[src/common/frontend_pkg.sv]
package frontend_pkg;

    ////////////////////////////////////////////////////////////
    // Widths
    ////////////////////////////////////////////////////////////

    localparam int ADDR_W = 32;
    localparam int INST_W = 32;

    // Address and instruction words
    typedef logic [ADDR_W-1:0] addr_t;
    typedef logic [INST_W-1:0] inst_t;

    // Byte distance between two sequential fetches
    localparam addr_t PC_STEP = 32'd4;

    // First fetch address after reset
    localparam addr_t RESET_PC = 32'h1c00_0000;

    ////////////////////////////////////////////////////////////
    // Fetch exceptions
    ////////////////////////////////////////////////////////////

    typedef logic [1:0] excp_cause_t;

    localparam excp_cause_t EXCP_NONE = 2'd0;
    // Misaligned fetch address
    localparam excp_cause_t EXCP_ADEF = 2'd1;

    ////////////////////////////////////////////////////////////
    // Branch predictor state
    ////////////////////////////////////////////////////////////

    // 2-bit saturating counter, taken when 2 or 3
    typedef logic [1:0] ctr_t;

    localparam ctr_t CTR_MIN        = 2'd0;
    localparam ctr_t CTR_WEAK_TAKEN = 2'd2;
    localparam ctr_t CTR_MAX        = 2'd3;

    ////////////////////////////////////////////////////////////
    // Backend control of the frontend
    ////////////////////////////////////////////////////////////

    typedef enum logic [1:0] {
        CTRL_RUN      = 2'd0,
        CTRL_HOLD     = 2'd1,
        CTRL_REDIRECT = 2'd2
    } ctrl_t;

endpackage
[src/frontend/frontend_top.sv]
`timescale 1ns/1ps

module frontend_top
import frontend_pkg::*;
#(
    parameter int BTB_ENTRIES = 16,
    parameter int IB_DEPTH    = 8
)
(
    input  logic        clk,
    input  logic        arst_n,

    // Instruction cache
    output addr_t       fetch_pc,
    output logic        fetch_en,
    input  logic        icache_stall,
    input  inst_t       icache_inst,
    input  logic        icache_valid,

    // Backend control and predictor training
    input  ctrl_t       ctrl,
    input  addr_t       ctrl_pc,
    input  logic        upd_valid,
    input  addr_t       upd_pc,
    input  addr_t       upd_target,
    input  logic        upd_taken,
    input  logic        branch_flush,
    input  addr_t       branch_actual_addr,
    input  logic        send_inst_en,

    // Instruction stream to the backend
    output logic        out_valid,
    output inst_t       out_inst,
    output addr_t       out_pc,
    output logic        out_pred_taken,
    output addr_t       out_pred_target,
    output logic        out_is_exception,
    output excp_cause_t out_exception_cause
);

    logic        pred_taken;
    addr_t       pred_target;
    logic        fetch_issue;
    logic        buf_stall;
    logic        is_exception;
    excp_cause_t exception_cause;

    pc_reg u_pc_reg (
        .clk,
        .arst_n,
        .icache_stall,
        .buf_stall,
        .ctrl,
        .ctrl_pc,
        .branch_flush,
        .branch_actual_addr,
        .pred_taken,
        .pred_target,
        .fetch_pc,
        .fetch_en,
        .fetch_issue,
        .is_exception,
        .exception_cause
    );

    bpu #(
        .BTB_ENTRIES(BTB_ENTRIES)
    ) u_bpu (
        .clk,
        .arst_n,
        .fetch_pc,
        .upd_valid,
        .upd_pc,
        .upd_target,
        .upd_taken,
        .pred_taken,
        .pred_target
    );

    instbuffer #(
        .IB_DEPTH(IB_DEPTH)
    ) u_instbuffer (
        .clk,
        .arst_n,
        .ctrl,
        .branch_flush,
        .fetch_issue,
        .fetch_pc,
        .pred_taken,
        .pred_target,
        .is_exception,
        .exception_cause,
        .icache_inst,
        .icache_valid,
        .send_inst_en,
        .buf_stall,
        .out_valid,
        .out_inst,
        .out_pc,
        .out_pred_taken,
        .out_pred_target,
        .out_is_exception,
        .out_exception_cause
    );

endmodule

[src/frontend/instbuffer.sv]
`timescale 1ns/1ps

module instbuffer
import frontend_pkg::*;
#(
    parameter int IB_DEPTH = 8
)
(
    input  logic        clk,
    input  logic        arst_n,

    input  ctrl_t       ctrl,
    input  logic        branch_flush,

    // Metadata of the fetch going out this cycle
    input  logic        fetch_issue,
    input  addr_t       fetch_pc,
    input  logic        pred_taken,
    input  addr_t       pred_target,
    input  logic        is_exception,
    input  excp_cause_t exception_cause,

    // Cache response, one cycle after issue
    input  inst_t       icache_inst,
    input  logic        icache_valid,

    input  logic        send_inst_en,

    output logic        buf_stall,
    output logic        out_valid,
    output inst_t       out_inst,
    output addr_t       out_pc,
    output logic        out_pred_taken,
    output addr_t       out_pred_target,
    output logic        out_is_exception,
    output excp_cause_t out_exception_cause
);

    localparam int PTR_W = $clog2(IB_DEPTH);
    localparam int CNT_W = PTR_W + 1;

    // Fewer than two free slots
    localparam logic [CNT_W-1:0] STALL_LEVEL = CNT_W'(IB_DEPTH - 1);

    logic flush_any;

    assign flush_any = branch_flush || (ctrl == CTRL_REDIRECT);

    ////////////////////////////////////////////////////////////
    // In-flight fetch metadata
    ////////////////////////////////////////////////////////////

    logic        meta_valid_q;
    logic        meta_kill_q;
    addr_t       meta_pc;
    logic        meta_pred_taken;
    addr_t       meta_pred_target;
    logic        meta_excp;
    excp_cause_t meta_cause;

    always_ff @(posedge clk or negedge arst_n) begin
        if (!arst_n) begin
            meta_valid_q <= 1'b0;
            meta_kill_q  <= 1'b0;
        end else begin
            meta_valid_q <= fetch_issue;
            // Wrong path if issued alongside a flush or redirect
            meta_kill_q  <= flush_any;
        end
    end

    always_ff @(posedge clk) begin
        if (fetch_issue) begin
            meta_pc          <= fetch_pc;
            meta_pred_taken  <= pred_taken;
            meta_pred_target <= pred_target;
            meta_excp        <= is_exception;
            meta_cause       <= exception_cause;
        end
    end

    ////////////////////////////////////////////////////////////
    // FIFO toward the backend
    ////////////////////////////////////////////////////////////

    inst_t       mem_inst        [IB_DEPTH];
    addr_t       mem_pc          [IB_DEPTH];
    logic        mem_pred_taken  [IB_DEPTH];
    addr_t       mem_pred_target [IB_DEPTH];
    logic        mem_excp        [IB_DEPTH];
    excp_cause_t mem_cause       [IB_DEPTH];

    logic [PTR_W-1:0] wr_ptr;
    logic [PTR_W-1:0] rd_ptr;
    logic [CNT_W-1:0] count;
    logic             wr_en;
    logic             rd_en;

    // Responses that belong to a flushed path never enter
    assign wr_en = icache_valid && meta_valid_q && !meta_kill_q && !flush_any;

    // Outputs frozen during hold and while the stream is being flushed
    assign out_valid = (count != '0) && (ctrl == CTRL_RUN) && !branch_flush;
    assign rd_en     = out_valid && send_inst_en;
    assign buf_stall = (count >= STALL_LEVEL);

    always_ff @(posedge clk or negedge arst_n) begin
        if (!arst_n) begin
            wr_ptr <= '0;
            rd_ptr <= '0;
            count  <= '0;
        end else if (flush_any) begin
            wr_ptr <= '0;
            rd_ptr <= '0;
            count  <= '0;
        end else begin
            if (wr_en) begin
                wr_ptr <= wr_ptr + 1'b1;
            end
            if (rd_en) begin
                rd_ptr <= rd_ptr + 1'b1;
            end
            count <= count + CNT_W'(wr_en) - CNT_W'(rd_en);
        end
    end

    always_ff @(posedge clk) begin
        if (wr_en) begin
            mem_inst[wr_ptr]        <= icache_inst;
            mem_pc[wr_ptr]          <= meta_pc;
            mem_pred_taken[wr_ptr]  <= meta_pred_taken;
            mem_pred_target[wr_ptr] <= meta_pred_target;
            mem_excp[wr_ptr]        <= meta_excp;
            mem_cause[wr_ptr]       <= meta_cause;
        end
    end

    assign out_inst            = mem_inst[rd_ptr];
    assign out_pc              = mem_pc[rd_ptr];
    assign out_pred_taken      = mem_pred_taken[rd_ptr];
    assign out_pred_target     = mem_pred_target[rd_ptr];
    assign out_is_exception    = mem_excp[rd_ptr];
    assign out_exception_cause = mem_cause[rd_ptr];

endmodule

[src/frontend/bpu.sv]
`timescale 1ns/1ps

module bpu
import frontend_pkg::*;
#(
    parameter int BTB_ENTRIES = 16
)
(
    input  logic  clk,
    input  logic  arst_n,

    input  addr_t fetch_pc,

    input  logic  upd_valid,
    input  addr_t upd_pc,
    input  addr_t upd_target,
    input  logic  upd_taken,

    output logic  pred_taken,
    output addr_t pred_target
);

    localparam int IDX_W = $clog2(BTB_ENTRIES);

    typedef logic [IDX_W-1:0] idx_t;

    ////////////////////////////////////////////////////////////
    // Table storage
    ////////////////////////////////////////////////////////////

    logic [BTB_ENTRIES-1:0] tbl_valid;
    addr_t                  tbl_tag    [BTB_ENTRIES];
    addr_t                  tbl_target [BTB_ENTRIES];
    ctr_t                   tbl_ctr    [BTB_ENTRIES];

    idx_t rd_idx;
    idx_t wr_idx;
    logic rd_hit;
    logic wr_hit;
    ctr_t ctr_next;

    // Word-aligned index, full pc as tag
    assign rd_idx = fetch_pc[IDX_W+1:2];
    assign wr_idx = upd_pc[IDX_W+1:2];

    ////////////////////////////////////////////////////////////
    // Lookup
    ////////////////////////////////////////////////////////////

    assign rd_hit      = tbl_valid[rd_idx] && (tbl_tag[rd_idx] == fetch_pc);
    assign pred_taken  = rd_hit && (tbl_ctr[rd_idx] >= CTR_WEAK_TAKEN);
    assign pred_target = rd_hit ? tbl_target[rd_idx] : '0;

    ////////////////////////////////////////////////////////////
    // Training
    ////////////////////////////////////////////////////////////

    assign wr_hit = tbl_valid[wr_idx] && (tbl_tag[wr_idx] == upd_pc);

    // Saturating step toward the resolved direction
    always_comb begin
        ctr_next = tbl_ctr[wr_idx];
        if (upd_taken) begin
            if (tbl_ctr[wr_idx] != CTR_MAX) begin
                ctr_next = tbl_ctr[wr_idx] + ctr_t'(1);
            end
        end else begin
            if (tbl_ctr[wr_idx] != CTR_MIN) begin
                ctr_next = tbl_ctr[wr_idx] - ctr_t'(1);
            end
        end
    end

    always_ff @(posedge clk or negedge arst_n) begin
        if (!arst_n) begin
            tbl_valid <= '0;
        end else if (upd_valid && !wr_hit && upd_taken) begin
            tbl_valid[wr_idx] <= 1'b1;
        end
    end

    always_ff @(posedge clk) begin
        if (upd_valid) begin
            if (wr_hit) begin
                tbl_ctr[wr_idx] <= ctr_next;
                if (upd_taken) begin
                    tbl_target[wr_idx] <= upd_target;
                end
            end else if (upd_taken) begin
                // Miss on a taken branch allocates weakly taken
                tbl_tag[wr_idx]    <= upd_pc;
                tbl_target[wr_idx] <= upd_target;
                tbl_ctr[wr_idx]    <= CTR_WEAK_TAKEN;
            end
        end
    end

endmodule

[src/frontend/pc_reg.sv]
`timescale 1ns/1ps

module pc_reg
import frontend_pkg::*;
(
    input  logic        clk,
    input  logic        arst_n,

    input  logic        icache_stall,
    input  logic        buf_stall,

    input  ctrl_t       ctrl,
    input  addr_t       ctrl_pc,
    input  logic        branch_flush,
    input  addr_t       branch_actual_addr,

    input  logic        pred_taken,
    input  addr_t       pred_target,

    output addr_t       fetch_pc,
    output logic        fetch_en,
    output logic        fetch_issue,
    output logic        is_exception,
    output excp_cause_t exception_cause
);

    logic  started_q;
    addr_t pc_next;

    // Goes high on the first edge after reset and stays there
    always_ff @(posedge clk or negedge arst_n) begin
        if (!arst_n) begin
            started_q <= 1'b0;
        end else begin
            started_q <= 1'b1;
        end
    end

    // No fetch while held by the backend or while the buffer is nearly full
    assign fetch_en    = started_q && (ctrl != CTRL_HOLD) && !buf_stall;
    assign fetch_issue = fetch_en && !icache_stall;

    ////////////////////////////////////////////////////////////
    // Next fetch address
    ////////////////////////////////////////////////////////////

    always_comb begin
        if (ctrl == CTRL_REDIRECT) begin
            pc_next = ctrl_pc;
        end else if (branch_flush) begin
            pc_next = branch_actual_addr;
        end else if (!fetch_issue) begin
            pc_next = fetch_pc;
        end else if (pred_taken) begin
            pc_next = pred_target;
        end else begin
            pc_next = fetch_pc + PC_STEP;
        end
    end

    always_ff @(posedge clk or negedge arst_n) begin
        if (!arst_n) begin
            fetch_pc <= RESET_PC;
        end else begin
            fetch_pc <= pc_next;
        end
    end

    // Misaligned address is flagged but the fetch still goes out
    assign is_exception    = |fetch_pc[1:0];
    assign exception_cause = is_exception ? EXCP_ADEF : EXCP_NONE;

endmodule

[config.mk]
export PLATFORM = sky130hd
export DESIGN_NAME = frontend_top
export DESIGN_NICKNAME = d
export VERILOG_FILES = /design/src/common/frontend_pkg.sv /design/src/frontend/frontend_top.sv /design/src/frontend/instbuffer.sv /design/src/frontend/bpu.sv /design/src/frontend/pc_reg.sv
export SDC_FILE = /design/constraint.sdc
export NUM_CORES = 2
export LEC_CHECK = 0
export CORE_MARGIN = 10
export CORE_UTILIZATION = 40
export DETAILED_ROUTE_END_ITERATION = 12
export DONT_BUFFER_PORTS = 1
export GPL_TIMING_DRIVEN = 0
export MAX_ROUTING_LAYER = met4
export SETUP_SLACK_MARGIN = 0.3
export SYNTH_ARGS = -nofsm -noshare
export SYNTH_HDL_FRONTEND = slang
export SYNTH_SLANG_ARGS = --single-unit
[constraint.sdc]
create_clock -name clk -period 17.1 [get_ports clk]
set_input_delay 3.42 -clock clk [delete_from_list [all_inputs] [get_ports clk]]
set_output_delay 3.42 -clock clk [all_outputs]
set_load 0.05 [all_outputs]
==> metrics.csv <==
stage,metric,value,unit
sta,fin_skew,0.03688,ns
layout,finish.instance_area,0.09273,sq mm
clock_tree,cts_made_buffers,201,
worst_setup_path,path_buf_inv,6,
worst_setup_path,cp_max_fo,17,
clock_tree,cts_resized,0,
run_status,status,finished clean,
synth,synthFlopType,edfxtp_1,
layout,final_cell_mix,"1,906 x edfxtp_1, 635 x mux4_2, 203 x clkbuf_16",
grt,grt_pass1_wl,333100,um
placed_design,dp.cells,6543,
sta,finalHoldViolCount,0,
synth,synth_enable_flop_cells,1906,
routing,drtAntennaViolNets,0,
die,die_area,0.2202,sq mm
layout,fin_cells,6944,
run,max-cap-violations,0,
routing,wirelength,240200,um
die,boundaryPins,304,
clock_tree,root_buffer,clkbuf_16,
sta,tns,0,ns
placed_design,gp_congestion,0.9848,
worst_setup_path,crit_chain,"clkbuf_1, clkbuf_1, clkbuf_1, mux4_2, mux4_2, xnor2_1, nand4_1, nor4_1, nand4_1, and3_1, buf_2, nand3b_1, nor2_4, buf_16, buf_16",
clock_tree,cts_buffer_depth,3,
placed_design,dp_hpwl,163900,um
sta,hold_slack,0.5009,ns
sta,setup_viol,0,
worst_setup_path,start_kind,input pin,
layout,post-route-util,46.30,%
sta,finalCriticalPeriod,9.120,ns
synth,syn_avg_cell_area,21.44,sq um
grt,grt_pass1_vias,41480,
layout,drive_above_1_share,30.35,%
power,p_per_area,115.6,mW/mm^2
die,initial_utilization,40.32,%
grt,grt_max_degree,62,
routing,drc,0,
grt,grtUsageTotal,21.89,%
synth,synth_top_area_share,70.88,%
synth,synth-warning-count,0,
worst_setup_path,crit_path_end_kind,register,
clock_tree,post_cts_buffers,0,
grt,grt-ovfl-total,0,
die,coreArea,0.2003,sq mm
synth,netlist_area,0.08075,sq mm
synth,syn-num-nets,3946,
clock_tree,cts_hold_buf,0,
placed_design,placed_area,0.08620,sq mm
clock_tree,cts_htree_levels,4,
sta,max_slew_margin,4.927,%
sta,fmax,109.7,MHz
hold_path,hp-class,register to register,
grt,antenna_found_initial,36,
routing,firstDrtPassIters,6,
sta,worst_pin_slew,1.426,ns
synth,async_reset_ff_share,3.101,%
worst_setup_path,slowest_delay,0.81,ns
layout,layout.nets,4271,
worst_setup_path,r2r_slack,10.15,ns
worst_setup_path,cp.required,17.69,ns
die,placementRows,164,
die,die_w,469.3,um
worst_setup_path,crit_slowest_cell,clkbuf_1,
synth,syn_inst,3766,
worst_setup_path,crit_top_cell,clkbuf_1,
synth,ys_types,74,
sta,rsz0062_at_grt,no,
synth,ys_seq_elements,1967,
synth,yosysSeqAreaShare,72.78,%
routing,avgViaCountPerCell,5.959,
synth,synthTopCellsByArea,"edfxtp_1 71%, mux4_2 18%, dfrtp_1 1.8%",
worst_setup_path,arrival,9.71,ns
clock_tree,cts_tree,built,
layout,final_common_cell,edfxtp_1,
clock_tree,clkSinkCount,1967,
worst_setup_path,crit_family,buffers and inverters,
routing,vias,41380,
routing,wl_per_cell,34.60,um
worst_setup_path,crit_type,input pin to register,
layout,syn2layout_area_growth,14.84,%
die,die_h,469.3,um
clock_tree,clk_pin_slew_worst_paths,0.06,ns
power,peakVddDrop,87.14,uV
routing,drt_iter0_drc,5328,
sta,drv_slew,0,
synth,yosys.area.top_type,edfxtp_1,
power,p_leak,28.93,nW
sta,fin_crit_sh,53.33,%
placed_design,port_buffers,0,
clock_tree,worstSkewPairLatency,0.86,ns
## kinds of logic (layout without fill, tap and decap cells)
kind of cell,Yosys count,after routing,share of synthesized area (%)
xor+xnor,85,85,0.9220
buf+inv,256,753,1.477
flops,1967,1967,72.78
simple gates,403,403,2.546
mux,838,838,20.40
compound gates,205,205,1.708
other cells,2,27,0.009301
fa+ha+maj,10,10,0.1643
## flip-flops by register name, summed over array words and instances, names as in the netlist
register                       flops
u_bpu.tbl_tag                    512
u_bpu.tbl_target                 512
u_instbuffer.mem_inst            256
u_instbuffer.mem_pc              256
u_instbuffer.mem_pred_target     256
u_bpu.tbl_ctr                     32
u_instbuffer.meta_pc              32
u_instbuffer.meta_pred_target     32
u_pc_reg.fetch_pc                 32
u_bpu.tbl_valid                   16
u_instbuffer.mem_pred_taken        8
u_instbuffer.mem_excp              7
u_instbuffer.count                 4
u_instbuffer.rd_ptr                3
u_instbuffer.wr_ptr                3
u_instbuffer.mem_cause             1
u_instbuffer.meta_excp             1
u_instbuffer.meta_kill_q           1
u_instbuffer.meta_pred_taken       1
u_instbuffer.meta_valid_q          1
u_pc_reg.started_q                 1
## power by group
group          total (mW)  internal (mW)  switching (mW)
Clock                4.32           2.46            1.86
Sequential           5.48           5.35           0.132
Combinational       0.924          0.357           0.566
Total                10.7           8.17            2.56
## metrics by stage
stage / power, mW / setup WS (ns)
2_1_floorplan: 6.080 / 2.523
3_3_place_gp: 6.473 / -9.184
3_5_place_dp: 6.484 / 7.287
4_1_cts: 10.77 / 8.175
5_1_grt: 11.01 / 8.048
6_report: 10.72 / 7.980
## per-layer routing
metal / GRT usage [%] / share of wire (%) / wire, um / vias to the layer above
met2: 33.04 / 47 / 112600 / 2126
met5: - / 0 / 0 / -
met3: 6.156 / 9.5 / 22780 / 510
met4: 11.01 / 5.6 / 13520 / 0
li1: - / - / - / 16570
met1: 27.13 / 38 / 91330 / 22180
## path summary, 6_finish.rpt
kind | cells past startpoint | from | to
setup / recovery | 15 | upd_pc[3] | u_bpu.tbl_tag[8][16]$_DFFE_PP_
min in group asynchronous | 0 | arst_n | u_bpu.tbl_valid[14]$_DFFE_PN0P_
max in group asynchronous | 0 | arst_n | u_pc_reg.fetch_pc[26]$_DFFE_PN1P_
hold / removal | 1 | u_bpu.tbl_valid[7]$_DFFE_PN0P_ | u_bpu.tbl_valid[7]$_DFFE_PN0P_
setup reg to reg | 14 | u_pc_reg.fetch_pc[5]$_DFFE_PN0P_ | u_instbuffer.meta_pred_target[26]$_DFFE_PP_
hold reg to reg | 1 | u_bpu.tbl_valid[7]$_DFFE_PN0P_ | u_bpu.tbl_valid[7]$_DFFE_PN0P_
## cell usage after synthesis (15+ instances only)
master,instances
clkbuf_1,106
nand2b_1,15
a21oi_1,37
nand2_1,81
o21bai_1,17
o22ai_1,17
nor2_1,126
xor2_1,27
buf_4,23
mux2i_1,94
mux2_2,109
nor2b_1,22
xnor2_1,58
a22oi_1,24
nand3_1,27
mux4_2,635
o211ai_1,15
nand4_1,17
buf_1,36
edfxtp_1,1906
inv_1,29
o21ai_0,37
and2_1,43
buf_2,49
dfrtp_1,58
## cell type report
class	instances	area [sq um]
well taps	2656	3323
repair buffers	122	1851
fillers	16630	107500
clock inverters	127	1189
inverters	30	112.6
flip-flops and latches	1967	58770
plain buffers	226	1084
multi-input cells	1543	21080
diodes	25	62.56
clock buffers	248	5269
Power figures use the tool's default switching activity.
